===== src/source/dcache_defines.svh =====
`ifndef DCACHE_DEFINES_SVH
`define DCACHE_DEFINES_SVH

////////////////////////////////////////
// address split
////////////////////////////////////////

// tag | index | word select | byte offset
`define DC_ADDR_W  32
`define DC_DATA_W  32
`define DC_TAG_W   20
`define DC_INDEX_W 7
`define DC_WSEL_W  3
`define DC_BYTE_W  2

////////////////////////////////////////
// line geometry
////////////////////////////////////////

`define DC_WORDS   8
`define DC_LINE_W  256
`define DC_STRB_W  4

`endif

===== src/source/dcache_pkg.sv =====
`include "dcache_defines.svh"

package dcache_pkg;

    typedef struct packed {
        logic [`DC_TAG_W-1:0]   tag;
        logic [`DC_INDEX_W-1:0] index;
        logic [`DC_WSEL_W-1:0]  wsel;
        logic [`DC_BYTE_W-1:0]  boff;
    } addr_fields_t;

    // one address word, seen raw or split into fields
    typedef union packed {
        logic [`DC_ADDR_W-1:0] raw;
        addr_fields_t          f;
    } addr_u;

    typedef struct packed {
        logic                  write;
        addr_u                 addr;
        logic [`DC_DATA_W-1:0] wdata;
        logic [`DC_STRB_W-1:0] strb;
    } cpu_req_t;

    // word 0 in the low bits
    typedef logic [`DC_WORDS-1:0][`DC_DATA_W-1:0] line_t;

    // whole line transfer, line address only
    typedef struct packed {
        logic                   write;
        logic [`DC_TAG_W-1:0]   tag;
        logic [`DC_INDEX_W-1:0] index;
        line_t                  data;
    } mem_cmd_t;

endpackage


===== src/source/mem_port.sv =====
`timescale 1ns/10ps
`include "dcache_defines.svh"

module mem_port (
    input  logic                 clk,
    input  logic                 rst,
    input  logic                 start_i,
    input  dcache_pkg::mem_cmd_t cmd_i,
    output logic                 done_o,
    output dcache_pkg::line_t    line_o,
    output logic                 mem_req_o,
    output dcache_pkg::mem_cmd_t mem_cmd_o,
    input  logic                 mem_ack_i,
    input  dcache_pkg::line_t    mem_rdata_i
);
    import dcache_pkg::*;

    typedef enum logic [1:0] {
        ST_IDLE,
        ST_REQ,
        ST_DROP
    } state_t;

    state_t   state;
    mem_cmd_t cmd_q;
    line_t    line_q;

    // req up then ack up then req down then ack down
    always_ff @(posedge clk) begin
        if (!rst) begin
            state  <= ST_IDLE;
            done_o <= 1'b0;
        end else begin
            done_o <= 1'b0;
            case (state)
                ST_IDLE: begin
                    if (start_i) begin
                        state <= ST_REQ;
                    end
                end
                ST_REQ: begin
                    if (mem_ack_i) begin
                        state <= ST_DROP;
                    end
                end
                ST_DROP: begin
                    if (!mem_ack_i) begin
                        done_o <= 1'b1;
                        state  <= ST_IDLE;
                    end
                end
                default: state <= ST_IDLE;
            endcase
        end
    end

    always_ff @(posedge clk) begin
        if (start_i) begin
            cmd_q <= cmd_i;
        end
        // read data only valid while ack is high
        if (state == ST_REQ && mem_ack_i && !cmd_q.write) begin
            line_q <= mem_rdata_i;
        end
    end

    assign mem_req_o = (state == ST_REQ);
    assign mem_cmd_o = cmd_q;
    assign line_o    = line_q;

    cmd_stable: assert property (@(posedge clk) disable iff (!rst)
        mem_req_o && $past(mem_req_o) |-> $stable(mem_cmd_o));

endmodule


===== config.mk =====
export PLATFORM = sky130hd
export DESIGN_NAME = mem_port
export DESIGN_NICKNAME = d
export VERILOG_FILES = /design/src/source/dcache_pkg.sv /design/src/source/mem_port.sv
export VERILOG_INCLUDE_DIRS = /design/src /design/src/source
export SDC_FILE = /design/constraint.sdc
export NUM_CORES = 1
export LEC_CHECK = 0
export BUFFER_PORTS_ARGS = -buffer_cell sky130_fd_sc_hd__buf_2
export CAP_MARGIN = 20
export CORE_AREA = 2 2 425 427
export DETAILED_ROUTE_END_ITERATION = 8
export DIE_AREA = 0 0 427 429
export PLACE_DENSITY = 0.33
export SETUP_SLACK_MARGIN = 0.05
export SYNTH_ARGS = -nofsm -noshare
export SYNTH_HDL_FRONTEND = slang
export SYNTH_SLANG_ARGS = --single-unit

===== constraint.sdc =====
create_clock -name clk -period 14.38 [get_ports clk]
set_clock_uncertainty 0.05 [all_clocks]
set_input_delay 0.719 -clock clk [delete_from_list [all_inputs] [get_ports clk]]
set_output_delay 0.719 -clock clk [all_outputs]
set_load 0.02 [all_outputs]

==> impl_metrics.py <==
metrics = {
    "yosys": {
        "synthCells": 552,
        "yosysWarnings": 0,
        "ys_ff_latch": 543,
        "syn_area_um2": 16300,
        "ys_seq_area_frac": 0.996,
        "syn_nets": 1096,
        "ys_types": 9,
        "avgSynthCellArea_um2": 29.6,
    },
    "die": {
        "die_y_um": 429,
        "die_x_um": 427,
        "die_area_um2": 183000,
        "rows": 155,
        "io_pins": 1086,
        "initial_utilization": 0.0918,
        "core_um2": 178000,
    },
    "cts": {
        "htree_levels": 3,
        "cts.repair.resized": 0,
        "clock-sinks": 543,
        "cts_hold_buf": 0,
        "postCtsSetupBuffers": 0,
        "root_buffer": "clkbuf_16",
        "numCtsBuffers": 71,
        "cts_tree": "yes",
        "clockBufferDepth": 3,
        "clk_pin_slew_ns": 0.07,
        "clk_latency_ns": 0.67,
    },
    "route": {
        "drt-total-wl_um": 81300,
        "vias": 10600,
        "wl_per_cell_um": 19.7,
        "dr.pass1.iters": 4,
        "drc": 0,
        "via_per_inst": 2.55,
        "antenna_left": 0,
        "drt_iter0_markers": 613,
    },
    "placement": {
        "place_congestion": 0.895,
        "dp_hpwl_um": 66100,
        "numPortBuffers": 1085,
        "dp_cells": 3998,
        "post-place-ws_ns": 10.42,
    },
    "worst_setup_path": {
        "cpMaxStageDelayCell": "and3b_4",
        "worstPathRequired_ns": 14.62,
        "critPathLaunchType": "register",
        "crit_type": "register to register",
        "worstPathCellList": "nor2b_2 -> and3b_4 -> buf_4 -> buf_4",
        "rr_worst_depth": 4,
        "worstReg2RegStart": "state[0]",
        "crit_path_max_incr_delay_ns": 0.83,
        "cp.depth": 4,
        "crit_top_cell": "buf_4",
        "crit_end": "line_o[52]",
        "critPathTopFamily": "buffers and inverters",
        "cp.arrival_ns": 3.73,
        "timing.rr.end": "line_o[52]",
        "end_kind": "register",
        "crit_start": "state[0]",
        "critPathMaxFanout": 67,
        "crit_buf_inv": 2,
        "r2r_setup_slack_ns": 10.89,
    },
    "grt": {
        "grt_use_total": 0.0843,
        "grt_pass1_wl_um": 101000,
        "grt_overflow": 0,
        "grt_pass1_vias": 10600,
        "antenna_found_initial": 54,
        "grt_max_degree": 114,
    },
    "layout": {
        "final_util": 0.152,
        "area_growth_pct": 65.7,
        "drive_above_1_share": 0.675,
        "fillers": 19800,
        "nNetsFinal": 2260,
        "final_cells": 4132,
    },
    "power": {
        "irDropWorstVdd_v": 0.0000929,
        "cellLeakagePower_nw": 10.6,
        "powerDensity_nw_per_um2": 146,
    },
    "run_status": {
        "status": "finished clean",
    },
    "hold_path": {
        "hp-class": "input port to register",
    },
    "sta": {
        "clock.fmax_mhz": 286,
        "max_slew_margin": 0.284,
        "holdWs_ns": 0.160,
        "tightest_slew_ns": 1.07,
        "period_needed_ns": 3.49,
        "rsz0062_at_grt": "false",
        "finalSetupTns_ns": 0,
        "setup_ws_ns": 10.89,
        "final-hold-violation-count": 0,
        "final-max-slew-violation-count": 0,
        "setup_violations": 0,
        "period_share": 0.243,
    },
    "run": {
        "cap_viol_max_count": 0,
    },
}
-- logic make-up (layout without fill, tap and decap cells) --
family | after synthesis | in the layout | share of synthesized area
other | 0 | 7 | 0
AND/OR/NAND/NOR | 7 | 7 | 0.00337
XOR/XNOR | 1 | 1 | 0.000536
flip-flops | 543 | 543 | 0.996
buffers and inverters | 0 | 1218 | 0
AO/OA/AOI/OAI | 1 | 1 | 0.000306
-- final cells by class --
class                           count  area (um^2)  share of cell area
Sequential cell                   543        16300               0.601
Timing Repair Buffer             1091         5490               0.203
Tap cell                         2355         2950               0.109
Clock buffer                       85         1830              0.0676
Clock inverter                     42          453              0.0167
Multi-Input combinational cell      9         72.6             0.00268
Antenna cell                        7         17.5            0.000647
-- cell usage after synthesis, drive strengths merged --
cell	n	area (um^2)
edfxtp	540	16200
dfxtp	3	60.1
nand2b	3	18.8
a21oi	1	5.00
and3	1	6.26
and3b	1	8.76
and4bb	1	12.5
nor2b	1	8.76
xor2	1	8.76
-- per-layer routing --
| metal | GRT usage | wire length [um] | vias to the layer above |
|---|---|---|---|
| met2 | 0.146 | 41400 | 588 |
| li1 | - | - | 4625 |
| met4 | 0.0267 | 1960 | 48 |
| met1 | 0.0864 | 28000 | 5147 |
| met3 | 0.0451 | 9690 | 148 |
| met5 | 0 | 303 | - |
-- power by group --
| group | total, mW | internal, mW | switching (mW) |
|---|---|---|---|
| clock | 1.77 | 1.01 | 0.755 |
| combinational | 0.312 | 0.104 | 0.208 |
| sequential | 1.86 | 1.84 | 0.0253 |
| total | 3.94 | 2.95 | 0.988 |
-- registers in the layout, indices dropped and copies added (netlist names) --
register and count:
done_o 1, line_o 256, mem_cmd_o 284, state 2
-- per-stage QoR --
stage | instance area (um^2) | power [mW]
global route | 27100 | 4.11
global placement | 24800 | 2.22
finish | 27100 | 3.94
floorplan | 16300 | 2.01
CTS | 27100 | 4.05
detailed placement | 24800 | 2.22
-- cells in the final DEF (no fill, tap or decap), types with 5 or more instances in the layout --
| master | instances |
|---|---|
| inv_6 | 5 |
| clkinv_1 | 12 |
| bufinv_16 | 5 |
| diode_2 | 7 |
| clkinv_2 | 11 |
| clkbuf_1 | 14 |
| clkbuf_16 | 71 |
| edfxtp_1 | 540 |
| buf_4 | 6 |
| buf_2 | 1084 |
-- worst min-delay path by stage --
stage	startpoint	end	slack (ns)	cells after the start
2_1_floorplan	state[0]	state[0]	0.43	2
3_5_place_dp	state[0]	state[0]	0.47	2
5_1_grt	mem_rdata_i[69]	line_o[69]	0.08	1
4_1_cts	mem_rdata_i[69]	line_o[69]	0.06	1
6_report	mem_rdata_i[69]	line_o[69]	0.16	1
3_3_place_gp	state[0]	state[0]	0.50	2
Power figures use the tool's default switching activity.
