[config.mk]
export PLATFORM = sky130hd
export DESIGN_NAME = cache_ctrl
export DESIGN_NICKNAME = d
export VERILOG_FILES = /design/src/source/dcache_pkg.sv /design/src/source/cache_ctrl.sv
export VERILOG_INCLUDE_DIRS = /design/src /design/src/source
export SDC_FILE = /design/constraint.sdc
export NUM_CORES = 1
export LEC_CHECK = 0
export BUFFER_PORTS_ARGS = -buffer_cell sky130_fd_sc_hd__buf_2
export CORE_AREA = 5 5 567 569
export DETAILED_ROUTE_END_ITERATION = 8
export DIE_AREA = 0 0 572 574
export GPL_ROUTABILITY_DRIVEN = 0
export SYNTH_ARGS = -nofsm -noshare
export SYNTH_HDL_FRONTEND = slang
export SYNTH_SLANG_ARGS = --single-unit
[constraint.sdc]
create_clock -name clk -period 36.9 [get_ports clk]
set_input_delay 7.38 -clock clk [delete_from_list [all_inputs] [get_ports clk]]
set_output_delay 7.38 -clock clk [all_outputs]
set_load 0.03 [all_outputs]
[src/source/dcache_defines.svh]
`ifndef DCACHE_DEFINES_SVH
`define DCACHE_DEFINES_SVH

////////////////////////////////////////
// address split
////////////////////////////////////////

// tag | index | word select | byte offset
`define DC_ADDR_W  32
`define DC_DATA_W  32
`define DC_TAG_W   20
`define DC_INDEX_W 7
`define DC_WSEL_W  3
`define DC_BYTE_W  2

////////////////////////////////////////
// line geometry
////////////////////////////////////////

`define DC_WORDS   8
`define DC_LINE_W  256
`define DC_STRB_W  4

`endif
[src/source/dcache_pkg.sv]
`include "dcache_defines.svh"

package dcache_pkg;

    typedef struct packed {
        logic [`DC_TAG_W-1:0]   tag;
        logic [`DC_INDEX_W-1:0] index;
        logic [`DC_WSEL_W-1:0]  wsel;
        logic [`DC_BYTE_W-1:0]  boff;
    } addr_fields_t;

    // one address word, seen raw or split into fields
    typedef union packed {
        logic [`DC_ADDR_W-1:0] raw;
        addr_fields_t          f;
    } addr_u;

    typedef struct packed {
        logic                  write;
        addr_u                 addr;
        logic [`DC_DATA_W-1:0] wdata;
        logic [`DC_STRB_W-1:0] strb;
    } cpu_req_t;

    // word 0 in the low bits
    typedef logic [`DC_WORDS-1:0][`DC_DATA_W-1:0] line_t;

    // whole line transfer, line address only
    typedef struct packed {
        logic                   write;
        logic [`DC_TAG_W-1:0]   tag;
        logic [`DC_INDEX_W-1:0] index;
        line_t                  data;
    } mem_cmd_t;

endpackage

[src/source/cache_ctrl.sv]
`timescale 1ns/10ps
`include "dcache_defines.svh"

module cache_ctrl (
    input  logic                   clk,
    input  logic                   rst,
    input  logic                   req_valid_i,
    input  dcache_pkg::cpu_req_t   req_i,
    output logic                   done_o,
    output logic [`DC_DATA_W-1:0]  rdata_o,
    output logic [`DC_INDEX_W-1:0] index_o,
    output logic [`DC_TAG_W-1:0]   tag_o,
    output logic                   wr_en_o,
    output logic                   wr_way_o,
    output dcache_pkg::line_t      wr_line_o,
    output logic                   wr_dirty_o,
    output logic                   lru_upd_o,
    output logic                   lru_way_o,
    input  logic                   hit_i,
    input  logic                   hit_way_i,
    input  logic                   victim_way_i,
    input  logic                   victim_dirty_i,
    input  logic [`DC_TAG_W-1:0]   victim_tag_i,
    input  dcache_pkg::line_t      hit_line_i,
    input  dcache_pkg::line_t      victim_line_i,
    output logic                   mem_start_o,
    output dcache_pkg::mem_cmd_t   mem_cmd_o,
    input  logic                   mem_done_i,
    input  dcache_pkg::line_t      mem_line_i
);
    import dcache_pkg::*;

    typedef enum logic [2:0] {
        ST_IDLE,
        ST_LOOKUP,
        ST_WRITEBACK,
        ST_REFILL,
        ST_FINISH
    } state_t;

    state_t                state;
    logic                  way_q;
    logic                  miss_q;
    line_t                 base_line;
    line_t                 merged_line;
    logic [`DC_WSEL_W-1:0] wsel;

    assign wsel    = req_i.addr.f.wsel;
    assign index_o = req_i.addr.f.index;
    assign tag_o   = req_i.addr.f.tag;

    ////////////////////////////////////////
    // FSM
    ////////////////////////////////////////

    always_ff @(posedge clk) begin
        if (!rst) begin
            state       <= ST_IDLE;
            mem_start_o <= 1'b0;
            miss_q      <= 1'b0;
        end else begin
            mem_start_o <= 1'b0;
            case (state)
                ST_IDLE: begin
                    if (req_valid_i) begin
                        state <= ST_LOOKUP;
                    end
                end
                ST_LOOKUP: begin
                    miss_q <= !hit_i;
                    if (hit_i) begin
                        state <= ST_FINISH;
                    end else begin
                        mem_start_o <= 1'b1;
                        state       <= victim_dirty_i ? ST_WRITEBACK : ST_REFILL;
                    end
                end
                ST_WRITEBACK: begin
                    // victim is out, now fetch the new line
                    if (mem_done_i) begin
                        mem_start_o <= 1'b1;
                        state       <= ST_REFILL;
                    end
                end
                ST_REFILL: begin
                    if (mem_done_i) begin
                        state <= ST_FINISH;
                    end
                end
                ST_FINISH: state <= ST_IDLE;
                default:   state <= ST_IDLE;
            endcase
        end
    end

    // target way and memory command
    always_ff @(posedge clk) begin
        if (state == ST_LOOKUP) begin
            way_q           <= hit_i ? hit_way_i : victim_way_i;
            mem_cmd_o.write <= victim_dirty_i;
            mem_cmd_o.tag   <= victim_dirty_i ? victim_tag_i : tag_o;
            mem_cmd_o.index <= index_o;
            mem_cmd_o.data  <= victim_line_i;
        end else if (state == ST_WRITEBACK && mem_done_i) begin
            mem_cmd_o.write <= 1'b0;
            mem_cmd_o.tag   <= tag_o;
        end
    end

    ////////////////////////////////////////
    // byte merge
    ////////////////////////////////////////

    always_comb begin
        // refilled line on a miss, else the hit way
        base_line   = miss_q ? mem_line_i : hit_line_i;
        merged_line = base_line;
        if (req_i.write) begin
            for (int b = 0; b < `DC_STRB_W; b++) begin
                if (req_i.strb[b]) begin
                    merged_line[wsel][8*b +: 8] = req_i.wdata[8*b +: 8];
                end
            end
        end
    end

    assign done_o     = (state == ST_FINISH);
    assign rdata_o    = merged_line[wsel];
    assign wr_en_o    = (state == ST_FINISH) && (miss_q || req_i.write);
    assign wr_way_o   = way_q;
    assign wr_line_o  = merged_line;
    assign wr_dirty_o = req_i.write;
    assign lru_upd_o  = (state == ST_FINISH);
    assign lru_way_o  = way_q;

endmodule

==> results.sh <==
export IMPL_status="finished, final reports clean"
export IMPL_clkLatencyLatePin_ns=0.61
export IMPL_p_sw_share_pct=44.6
export IMPL_async_flop_share_pct=0
export IMPL_synth_avg_cell_area_um2=10.4
export IMPL_grt_ovfl_total=0
export IMPL_port_buffers=1468
export IMPL_grtUsageTotal_pct=15.4
export IMPL_arrival_ns=11.16
export IMPL_cts_root_buf="clkbuf_16"
export IMPL_io_pins=1471
export IMPL_worst_slack_ns=18.36
export IMPL_cp_end_kind="primary output"
export IMPL_first_pass_iters=5
export IMPL_crit_type="in -> out"
export IMPL_final_nets=3976
export IMPL_finalSetupViolations=0
export IMPL_rows=207
export IMPL_internal_power_uw=719
export IMPL_crit_chain="buf_4, buf_4, or3b_4, buf_4, o22a_1, o221ai_1, nor3b_1, or4b_1, buf_2"
export IMPL_synth_seq_cells=290
export IMPL_reg2regPathDepth=4
export IMPL_viasPerCell=3.02
export IMPL_start_util_pct=5.69
export IMPL_clock_skew_ns=0.0338
export IMPL_max_freq_ghz=0.0539
export IMPL_synth_area_leaders="edfxtp_1, mux2i_1, a21oi_1"
export IMPL_routed_wl_um=267000
export IMPL_ir_worst_vdd_mv=0.0275
export IMPL_netlist_instances=1732
export IMPL_fillers=36700
export IMPL_finalNonFillerCells=7437
export IMPL_cp_slowest_cell="buf_4"
export IMPL_pre_cts_ws_ns=18.23
export IMPL_finalHoldViolations=0
export IMPL_cts_max_level=2
export IMPL_dp_cells=7254
export IMPL_wl_per_cell_um=35.9
export IMPL_clk_pin_slew_ns=0.06
export IMPL_cts_buffers=35
export IMPL_crit_path_start_kind="primary input"
export IMPL_synth_edf_count=285
export IMPL_seq_area_frac_synth_pct=48.1
export IMPL_hold_class="reg -> reg"
export IMPL_fp_dieW_um=572
export IMPL_post_cts_setup_buffer_count=0
export IMPL_fin_util_pct=9.98
export IMPL_ys_types=79
export IMPL_fin_crit_sh_pct=50.3
export IMPL_dp_final_hpwl_um=242000
export IMPL_total_power_mw=1.30
export IMPL_cts_hold_buffers=0
export IMPL_setup_tns_ns=0
export IMPL_cts_buffer_depth=3
export IMPL_synth_top_area_share_pct=47.5
export IMPL_vias=22500
export IMPL_dieArea_mm2=0.328
export IMPL_cp_required_ns=29.52
export IMPL_synth_main_ff_cell="edfxtp_1"
export IMPL_path_common_cell="buf_4"
export IMPL_rsz0062_at_grt="false"
export IMPL_report_final_slew_viol_count=0
export IMPL_drc_errors=0
export IMPL_fin_crit_ns=18.54
export IMPL_cts_resized=0
export IMPL_yosysWarnings=0
export IMPL_numClockSinks=290
export IMPL_syn_cell_area_mm2=0.0180
export IMPL_power_switching_uw=580
export IMPL_cpPeakStageDelay_ns=0.58
export IMPL_grt_pass1_vias=21400
export IMPL_tightestPinTransition_ns=1.23
export IMPL_design_core_area_mm2=0.316
export IMPL_cap_violations=0
export IMPL_comb_power_share_pct=41.1
export IMPL_seqPwrFrac_pct=30.8
export IMPL_grt_antenna_before_repair=269
export IMPL_grt_max_degree=134
export IMPL_hold_path_cell_count=1
export IMPL_yosysTopAreaCell="edfxtp_1"
export IMPL_power_density_mw_per_mm2=41.2
export IMPL_cp_max_fo=29
export IMPL_max_slew_margin_pct=16.0
export IMPL_areaGrowthSynthToFinish_pct=75.3
export IMPL_postRouteAntennaNets=0
export IMPL_pwr_share_clk_pct=28.1
export IMPL_drt_iter0_drc=1718
export IMPL_die_h_um=574
export IMPL_p_leak_nw=12.1
export IMPL_grt_first_pass_wirelength_um=309000
export IMPL_syn_nets=2597
export IMPL_drive_gt1_share_pct=53.9
export IMPL_cts_tree="yes"
==> power by group through the flow <==
stage | Combinational (mW) | Sequential [mW] | Clock, mW
floorplan | 0.200 | 0.463 | 0
global placement | 0.547 | 0.407 | 0
detailed placement | 0.547 | 0.407 | 0
CTS | 0.549 | 0.401 | 0.388
global route | 0.566 | 0.403 | 0.393
finish | 0.533 | 0.401 | 0.365
==> per-stage QoR <==
stage	area (um^2)	hold WS [ns]
2_1_floorplan	18000	0.540
3_3_place_gp	30100	0.568
3_5_place_dp	30100	0.581
4_1_cts	31300	0.590
5_1_grt	31500	0.632
6_report	31600	0.597
==> cell usage in the layout (no fill, tap or decap), types with 45 or more instances in the layout <==
master,netlist,final
o22ai_1,51,51
mux2_2,45,45
nand2_1,98,98
a21oi_1,217,216
mux2i_1,251,243
diode_2,0,120
buf_4,68,62
o21ai_0,75,75
nor2_1,217,214
edfxtp_1,285,285
buf_2,39,1465
==> kinds of logic (layout without fill, tap and decap cells) <==
family,after synthesis,count (layout),share of synthesized area (%)
compound gates,463,463,15.3
xor+xnor,1,1,0.0487
buf+inv,207,1612,6.37
flops,290,290,48.1
mux,309,309,18.1
other cells,0,120,0
simple gates,462,462,12.1
==> layout make-up <==
cell class	instances	area (um^2)	share of cell area [%]
clock buffer	44	972	3.08
multi-input combinational	1235	8310	26.3
sequential	290	8660	27.5
timing repair buffer	1529	7840	24.8
tap	4180	5230	16.6
inverter	20	75.1	0.238
clock inverter	19	165	0.523
antenna	120	300	0.952
==> flip-flops by register name, indices dropped and copies added (netlist names) <==
register and cells:
mem_cmd_o 284, state 3, lru_way_o 1, mem_start_o 1, miss_q 1
==> path summary, 6_finish.rpt <==
check	start	endpoint	slack (ns)
min	state[0]$_SDFFE_PN0P_	state[2]$_SDFFE_PN0P_	0.60
max reg2reg	state[0]$_SDFFE_PN0P_	mem_cmd_o[162]$_DFFE_PP_	33.42
max	req_i[40]	rdata_o[12]	18.36
min reg2reg	state[0]$_SDFFE_PN0P_	state[2]$_SDFFE_PN0P_	0.60
==> critical path, delay by kind of cell <==
family                 cells  cell delay, ns
buffers and inverters      4            1.82
and+or+nand+nor            3            1.46
AOI/OAI and AO/OA          2            0.31
==> synthesized netlist by cell type (all sizes together), types with 3 or more instances <==
cell	n
nand2b	10
o22ai	51
mux4	8
o211ai	3
or4	8
a211oi	33
a221oi	8
or3b	3
nand4	17
a22oi	3
dfxtp	5
nor2	223
o31ai	20
a31oi	6
a22o	3
edfxtp	285
o311ai	9
a211o	6
mux2i	251
nor3b	7
nand3b	6
inv	20
or3	5
clkbuf	60
a21oi	217
and2	8
or2	5
o21a	4
nor4	3
nor3	28
nor2b	5
o22a	3
buf	127
o221ai	4
o21ai	80
nand3	22
nand2	102
and3	4
mux2	50
==> metal layers <==
metal | vias up | track usage (%) | share of wire, %
met5 | - | 0.0145 | 0.081
met4 | 34 | 7.08 | 5.9
met3 | 676 | 8.10 | 14
met2 | 1968 | 27.3 | 49
met1 | 10400 | 14.7 | 32
li1 | 9374 | - | -
Note: power is estimated with default switching activity, not from simulation.
