**src/source/dcache_defines.svh**
```systemverilog
`ifndef DCACHE_DEFINES_SVH
`define DCACHE_DEFINES_SVH

////////////////////////////////////////
// address split
////////////////////////////////////////

// tag | index | word select | byte offset
`define DC_ADDR_W  32
`define DC_DATA_W  32
`define DC_TAG_W   20
`define DC_INDEX_W 7
`define DC_WSEL_W  3
`define DC_BYTE_W  2

////////////////////////////////////////
// line geometry
////////////////////////////////////////

`define DC_WORDS   8
`define DC_LINE_W  256
`define DC_STRB_W  4

`endif
```
**src/source/dcache_pkg.sv**
```systemverilog
`include "dcache_defines.svh"

package dcache_pkg;

    typedef struct packed {
        logic [`DC_TAG_W-1:0]   tag;
        logic [`DC_INDEX_W-1:0] index;
        logic [`DC_WSEL_W-1:0]  wsel;
        logic [`DC_BYTE_W-1:0]  boff;
    } addr_fields_t;

    // one address word, seen raw or split into fields
    typedef union packed {
        logic [`DC_ADDR_W-1:0] raw;
        addr_fields_t          f;
    } addr_u;

    typedef struct packed {
        logic                  write;
        addr_u                 addr;
        logic [`DC_DATA_W-1:0] wdata;
        logic [`DC_STRB_W-1:0] strb;
    } cpu_req_t;

    // word 0 in the low bits
    typedef logic [`DC_WORDS-1:0][`DC_DATA_W-1:0] line_t;

    // whole line transfer, line address only
    typedef struct packed {
        logic                   write;
        logic [`DC_TAG_W-1:0]   tag;
        logic [`DC_INDEX_W-1:0] index;
        line_t                  data;
    } mem_cmd_t;

endpackage

```
**src/source/cpu_req_port.sv**
```systemverilog
`timescale 1ns/10ps
`include "dcache_defines.svh"

module cpu_req_port (
    input  logic                  clk,
    input  logic                  rst,
    input  logic                  cpu_req_i,
    input  dcache_pkg::cpu_req_t  cpu_i,
    output logic                  cpu_ack_o,
    output logic [`DC_DATA_W-1:0] cpu_rdata_o,
    output logic                  req_valid_o,
    output dcache_pkg::cpu_req_t  req_o,
    input  logic                  done_i,
    input  logic [`DC_DATA_W-1:0] rdata_i
);
    import dcache_pkg::*;

    typedef enum logic [1:0] {
        ST_IDLE,
        ST_BUSY,
        ST_ACK
    } state_t;

    state_t                state;
    cpu_req_t              req_q;
    logic [`DC_DATA_W-1:0] rdata_q;

    always_ff @(posedge clk) begin
        if (!rst) begin
            state       <= ST_IDLE;
            req_valid_o <= 1'b0;
        end else begin
            req_valid_o <= 1'b0;
            case (state)
                ST_IDLE: begin
                    if (cpu_req_i) begin
                        req_valid_o <= 1'b1;
                        state       <= ST_BUSY;
                    end
                end
                ST_BUSY: begin
                    if (done_i) begin
                        state <= ST_ACK;
                    end
                end
                ST_ACK: begin
                    // hold ack until the cpu lets go
                    if (!cpu_req_i) begin
                        state <= ST_IDLE;
                    end
                end
                default: state <= ST_IDLE;
            endcase
        end
    end

    always_ff @(posedge clk) begin
        if (state == ST_IDLE && cpu_req_i) begin
            req_q <= cpu_i;
        end
        if (state == ST_BUSY && done_i) begin
            rdata_q <= rdata_i;
        end
    end

    assign req_o       = req_q;
    assign cpu_ack_o   = (state == ST_ACK);
    assign cpu_rdata_o = rdata_q;

    ack_needs_req: assert property (@(posedge clk) disable iff (!rst)
        $rose(cpu_ack_o) |-> cpu_req_i);

endmodule

```
**config.mk**
```make
export PLATFORM = sky130hd
export DESIGN_NAME = cpu_req_port
export DESIGN_NICKNAME = d
export VERILOG_FILES = /design/src/source/dcache_pkg.sv /design/src/source/cpu_req_port.sv
export VERILOG_INCLUDE_DIRS = /design/src /design/src/source
export SDC_FILE = /design/constraint.sdc
export NUM_CORES = 1
export LEC_CHECK = 0
export BUFFER_PORTS_ARGS = -buffer_cell sky130_fd_sc_hd__buf_2
export CAP_MARGIN = 20
export CORE_MARGIN = 2
export CORE_UTILIZATION = 35
export CTS_BUF_LIST = sky130_fd_sc_hd__clkbuf_4 sky130_fd_sc_hd__clkbuf_8
export DETAILED_ROUTE_END_ITERATION = 12
export PLACE_DENSITY_LB_ADDON = 0.25
export SLEW_MARGIN = 30
export SYNTH_ARGS = -nofsm -noshare
export SYNTH_HDL_FRONTEND = slang
export SYNTH_SLANG_ARGS = --single-unit
```
**constraint.sdc**
```tcl
create_clock -name clk -period 5.4 [get_ports clk]
set_input_delay 1.08 -clock clk [delete_from_list [all_inputs] [get_ports clk]]
set_output_delay 1.08 -clock clk [all_outputs]
set_load 0.01 [all_outputs]
```
==> impl_metrics.env, run 1 <==
export IMPL_n_antenna_cell=0
export IMPL_arrival_ns=2.51
export IMPL_stdcell_count=449
export IMPL_slew_headroom=0.417
export IMPL_htree_num_levels=3
export IMPL_setup_viol=0
export IMPL_powerDensity_mw_per_mm2=342
export IMPL_status="finished clean"
export IMPL_leakagePower_nw=1.94
export IMPL_grt_total_usage=0.134
export IMPL_ir_drop_v=0.000195
export IMPL_cts_tree="done"
export IMPL_end_kind="flop"
export IMPL_dp_hpwl_um=5230
export IMPL_hold_viol=0
export IMPL_ys_types=10
export IMPL_p_clk_frac=0.307
export IMPL_drt_iter0_drc=34
export IMPL_ys_seq_area_frac=0.976
export IMPL_synth_cell_area_mm2=0.00317
export IMPL_yosysTopAreaCellShare=0.957
export IMPL_area_growth_pct=44.1
export IMPL_drv_cap=0
export IMPL_maxSlewViolCount=0
export IMPL_ys_ff_latch=104
export IMPL_clock_sinks=104
export IMPL_die_w_um=99.2
export IMPL_post_place_cells=433
export IMPL_initial_core_util=0.362
export IMPL_yosysMostFrequentCell="edfxtp_1"
export IMPL_layout_setup_ws_ns=2.89
export IMPL_use_met1=0.150
export IMPL_worstPathMaxFanout=37
export IMPL_cts_hold_repair_buffers=0
export IMPL_cts_buffers=9
export IMPL_port_buffer_count=207
export IMPL_yosys_top_cells_area="edfxtp_1, dfxtp_1, nand2b_4"
export IMPL_cts_repair_resize_count=0
export IMPL_gr_total_overflow=0
export IMPL_clk_pin_slew_ns=0.10
export IMPL_drc=0
export IMPL_nets=441
export IMPL_p_sw_frac=0.213
export IMPL_met3_usage=0.0759
export IMPL_grt_met2_usage=0.213
export IMPL_synthCells=116
export IMPL_synth_flop_cell="edfxtp_1"
export IMPL_synth_edf_count=101
export IMPL_setup_tns_ns=0
export IMPL_synth_common_cells="edfxtp_1, dfxtp_1, nor2_1, nand2_1, nand2b_1"
export IMPL_antenna_found_initial=0
export IMPL_avgViaCountPerCell=4.35
export IMPL_core_mm2=0.00876
export IMPL_drive_gt1_frac=0.674
export IMPL_min_period_ns=2.51
export IMPL_startpoint_type="primary input"
export IMPL_postCtsSetupBuffers=0
export IMPL_finalWirelength_um=6940
export IMPL_yosysTopAreaCell="edfxtp_1"
export IMPL_dieArea_mm2=0.00984
export IMPL_clk_latency_ns=0.35
export IMPL_ys_warn_count=0
export IMPL_gp_congestion=0.753
export IMPL_drt_first_pass_iters=4
export IMPL_p_int_mw=1.23
export IMPL_grt_pass1_wl_um=9760
export IMPL_cts_root_buf="clkbuf_8"
export IMPL_fin_worst_skew_ns=0.0124
export IMPL_tightestPinTransition_ns=0.873
export IMPL_pwr_share_comb=0.083
export IMPL_worstSetupPathType="in -> reg"
export IMPL_grt_busiest_layer="met2"
export IMPL_grt_pass1_vias=1914
export IMPL_synth_area_per_cell_um2=27.3
export IMPL_ant_nets=0
export IMPL_required_ns=5.40
export IMPL_hp_class="reg -> reg"
export IMPL_die_y_um=99.2
export IMPL_syn_num_nets=221
export IMPL_via_count=1951
export IMPL_min_period_over_period=0.465
export IMPL_rows=34
export IMPL_rsz0062_at_grt="false"
export IMPL_clockBufferDepth=2
export IMPL_dp_slack_ns=2.48
export IMPL_max_freq_mhz=398
export IMPL_pin_count=208
export IMPL_wl_per_cell_um=15.4
export IMPL_grt_max_degree=38
export IMPL_async_reset_ff_frac=0
export IMPL_switching_power_mw=0.333
export IMPL_seq_power_share=0.609
sequential cells by signal (all words and copies together), names as in the netlist:
signal,cells
cpu_rdata_o,32
state,2
req_o,69
req_valid_o,1
cells by family after synthesis:
| kind of cell | after synthesis | share of synthesized area |
|---|---|---|
| simple gates | 10 | 0.0189 |
| flops | 104 | 0.976 |
| compound gates | 2 | 0.00553 |
worst paths after layout:
kind,cells after the start,from,slack [ns],end
min reg2reg,2,state[0],0.55,state[1]
min,2,state[0],0.55,state[1]
max reg2reg,3,state[0],3.26,req_o[8]
max,4,cpu_req_i,2.89,req_o[8]
cell type report:
class                      instances  area, um^2
clock buffer                      12         146
clock inverter                     4        55.1
fill                             749        4200
multi-input combinational         12        87.6
sequential                       104        3090
tap                              108         135
timing repair buffer             209        1050
cell usage in the layout (no fill, tap or decap):
cell,Yosys,final
buf_2,0,207
edfxtp_1,101,101
clkbuf_8,0,9
clkbuf_4,0,3
dfxtp_1,3,3
nand2_1,2,2
nand2b_1,2,2
clkinv_4,0,2
buf_4,0,2
nor2b_1,1,1
nand2b_4,1,1
nor2_4,0,1
nor2_2,0,1
a21oi_2,1,1
nor2_1,3,1
nand4b_1,1,1
o21ai_2,1,1
bufinv_16,0,1
clkinvlp_4,0,1
power groups by stage:
| stage | combinational (mW) | sequential, mW | clock, mW |
|---|---|---|---|
| finish | 0.130 | 0.952 | 0.481 |
| global route | 0.142 | 0.958 | 0.525 |
| CTS | 0.134 | 0.953 | 0.497 |
| detailed placement | 0.133 | 0.972 | 0 |
| global placement | 0.132 | 0.970 | 0 |
| floorplan | 0.0199 | 1.00 | 0 |
worst max-delay path, stage by stage:
cell	delay, ns
buf_2	0.10
nand2b_4	0.08
nor2_4	0.67
buf_4	0.54
layer usage:
layer | wire length (um) | vias to the layer above | share of wire
met1 | 2610 | 890 | 0.38
met4 | 83 | 0 | 0.012
met3 | 1030 | 8 | 0.15
met5 | 0 | - | 0
met2 | 3210 | 156 | 0.46
li1 | - | 897 | -
per-stage QoR:
stage                     total power [mW]  instance area (um^2)   util  hold slack [ns]
after global routing                  1.62                  4570  0.521            0.583
after floorplan                       1.02                  3170      -            0.476
final                                 1.56                  4570  0.521            0.551
after global placement                1.10                  4370  0.498            0.522
after CTS                             1.58                  4570  0.521            0.549
after detailed placement              1.10                  4370  0.498            0.536
Note: power is estimated with default switching activity, not from simulation.
==> inputs of run 2 (changes only) <==
==> constraint.sdc (replaced) <==
create_clock -name clk -period 2.05 [get_ports clk]
set_input_delay 0.41 -clock clk [delete_from_list [all_inputs] [get_ports clk]]
set_output_delay 0.41 -clock clk [all_outputs]
set_load 0.01 [all_outputs]
==> run 2 against run 1 <==
Clock power increased to 2.9 times the previous value. Sequential share of layout area shrank 0.59 points. Wire length up 3.4%. Count of clock-buffer cells in the layout decreased by 3.
==> impl_metrics.env, run 2 (synthesis gave the netlist of run 1 again) <==
export IMPL_max_freq_mhz=668
export IMPL_setup_tns_ns=0
export IMPL_min_period_ns=1.50
export IMPL_powerDensity_mw_per_mm2=923
export IMPL_drt_first_pass_iters=4
export IMPL_worstSetupPathType="reg -> out"
export IMPL_drive_gt1_frac=0.674
export IMPL_leakagePower_nw=1.95
export IMPL_port_buffer_count=207
export IMPL_holdWs_ns=0.226
export IMPL_nets=441
export IMPL_drc=0
export IMPL_grt_max_degree=70
export IMPL_grt_pass1_vias=2012
export IMPL_via_count=1930
export IMPL_core_mm2=0.00876
export IMPL_cts_hold_repair_buffers=0
export IMPL_switching_power_mw=0.918
export IMPL_p_int_mw=3.34
export IMPL_seq_power_share=0.590
export IMPL_dp_slack_ns=0.646
export IMPL_initial_core_util=0.362
export IMPL_mostFrequentLayoutCell="buf_2"
export IMPL_required_ns=1.64
export IMPL_drv_cap=0
export IMPL_cts_buffers=9
export IMPL_worstSetupStartpoint="state[1]"
export IMPL_clk_pin_slew_ns=0.10
export IMPL_clk_latency_ns=0.35
export IMPL_ant_nets=0
export IMPL_pwr_share_comb=0.082
export IMPL_hp_class="in -> reg"
export IMPL_gp_congestion=0.765
export IMPL_cts_root_buf="clkbuf_8"
export IMPL_avgViaCountPerCell=4.28
export IMPL_layout_setup_ws_ns=0.552
export IMPL_fin_worst_skew_ns=0.0113
export IMPL_setup_viol=0
export IMPL_cp_slowest_cell="dfxtp_1"
export IMPL_rows=34
export IMPL_largest_reg_flops=69
export IMPL_fillCellCount=765
export IMPL_dieArea_mm2=0.00984
export IMPL_gr_total_overflow=0
export IMPL_grt_total_usage=0.142
export IMPL_stdcell_count=451
export IMPL_reg2reg_slack_ns=0.70
export IMPL_hold_viol=0
export IMPL_rsz0062_at_grt="false"
export IMPL_maxSlewViolCount=0
export IMPL_tightestPinTransition_ns=0.385
export IMPL_ir_drop_v=0.000443
export IMPL_p_sw_frac=0.216
export IMPL_layout_common_cells="buf_2, edfxtp_1, clkbuf_8"
export IMPL_r2r_end="req_o[17]"
export IMPL_end_kind="primary output"
export IMPL_reg2reg_from="state[0]"
export IMPL_reg2regPathDepth=3
export IMPL_cts_tree="done"
export IMPL_wl_per_cell_um=15.9
export IMPL_die_w_um=99.2
export IMPL_die_y_um=99.2
export IMPL_p_clk_frac=0.328
export IMPL_worstPathMaxFanout=6
export IMPL_htree_num_levels=3
export IMPL_post_place_cells=433
export IMPL_status="finished clean"
export IMPL_postCtsSetupBuffers=0
export IMPL_critPathCapture="cpu_ack_o"
export IMPL_clock_sinks=104
export IMPL_antenna_found_initial=3
export IMPL_dp_hpwl_um=5420
export IMPL_worstSetupPathDepth=2
export IMPL_hp_start="cpu_i[64]"
export IMPL_startpoint_type="flop"
export IMPL_crit_family="flip-flops"
export IMPL_path_buf_inv=1
export IMPL_critPathMaxStageDelay_ns=0.46
export IMPL_clockBufferDepth=2
export IMPL_area_growth_pct=45.3
export IMPL_cts_repair_resize_count=0
export IMPL_critical_path_cell_chain="nor2b_1, buf_2"
export IMPL_finalWirelength_um=7170
export IMPL_arrival_ns=1.09
export IMPL_slew_headroom=0.743
export IMPL_min_period_over_period=0.731
export IMPL_pin_count=208
export IMPL_grt_pass1_wl_um=10300
export IMPL_drt_iter0_drc=40
==> run 2: through the flow <==
step	utilization	area, um^2	power (mW)
after detailed placement	0.500	4380	2.92
after floorplan	-	3180	2.68
after global routing	0.526	4610	4.42
after global placement	0.500	4380	2.91
final	0.526	4610	4.25
after CTS	0.525	4600	4.30
==> run 2: final cells by class <==
class	count	area [um^2]	area share
Timing Repair Buffer	209	1060	0.231
Clock buffer	9	124	0.0269
Clock inverter	7	100	0.0217
Tap cell	108	135	0.0293
Antenna cell	2	5.00	0.00109
Multi-Input combinational cell	12	87.6	0.0190
Sequential cell	104	3090	0.671
==> run 2: per-layer routing <==
metal / GRT usage / part of all wire
met1: 0.165 / 0.37
met2: 0.210 / 0.45
met3: 0.0885 / 0.17
met4: 0.0601 / 0.014
met5: 0 / 0.0015
==> run 2: power groups by stage <==
stage	Combinational, mW	Clock [mW]	Sequential [mW]
after floorplan	0.0547	0	2.63
after global placement	0.353	0	2.55
after detailed placement	0.358	0	2.56
after CTS	0.358	1.43	2.51
after global routing	0.382	1.51	2.52
final	0.350	1.40	2.51
==> run 2: worst min path at each step <==
stage / depth (start not counted) / to / slack [ns]
6_report: 1 / req_o[64] / 0.23
5_1_grt: 1 / cpu_rdata_o[11] / 0.19
4_1_cts: 1 / req_o[64] / 0.20
3_5_place_dp: 2 / state[0] / 0.53
3_3_place_gp: 2 / state[0] / 0.52
2_1_floorplan: 2 / state[0] / 0.50
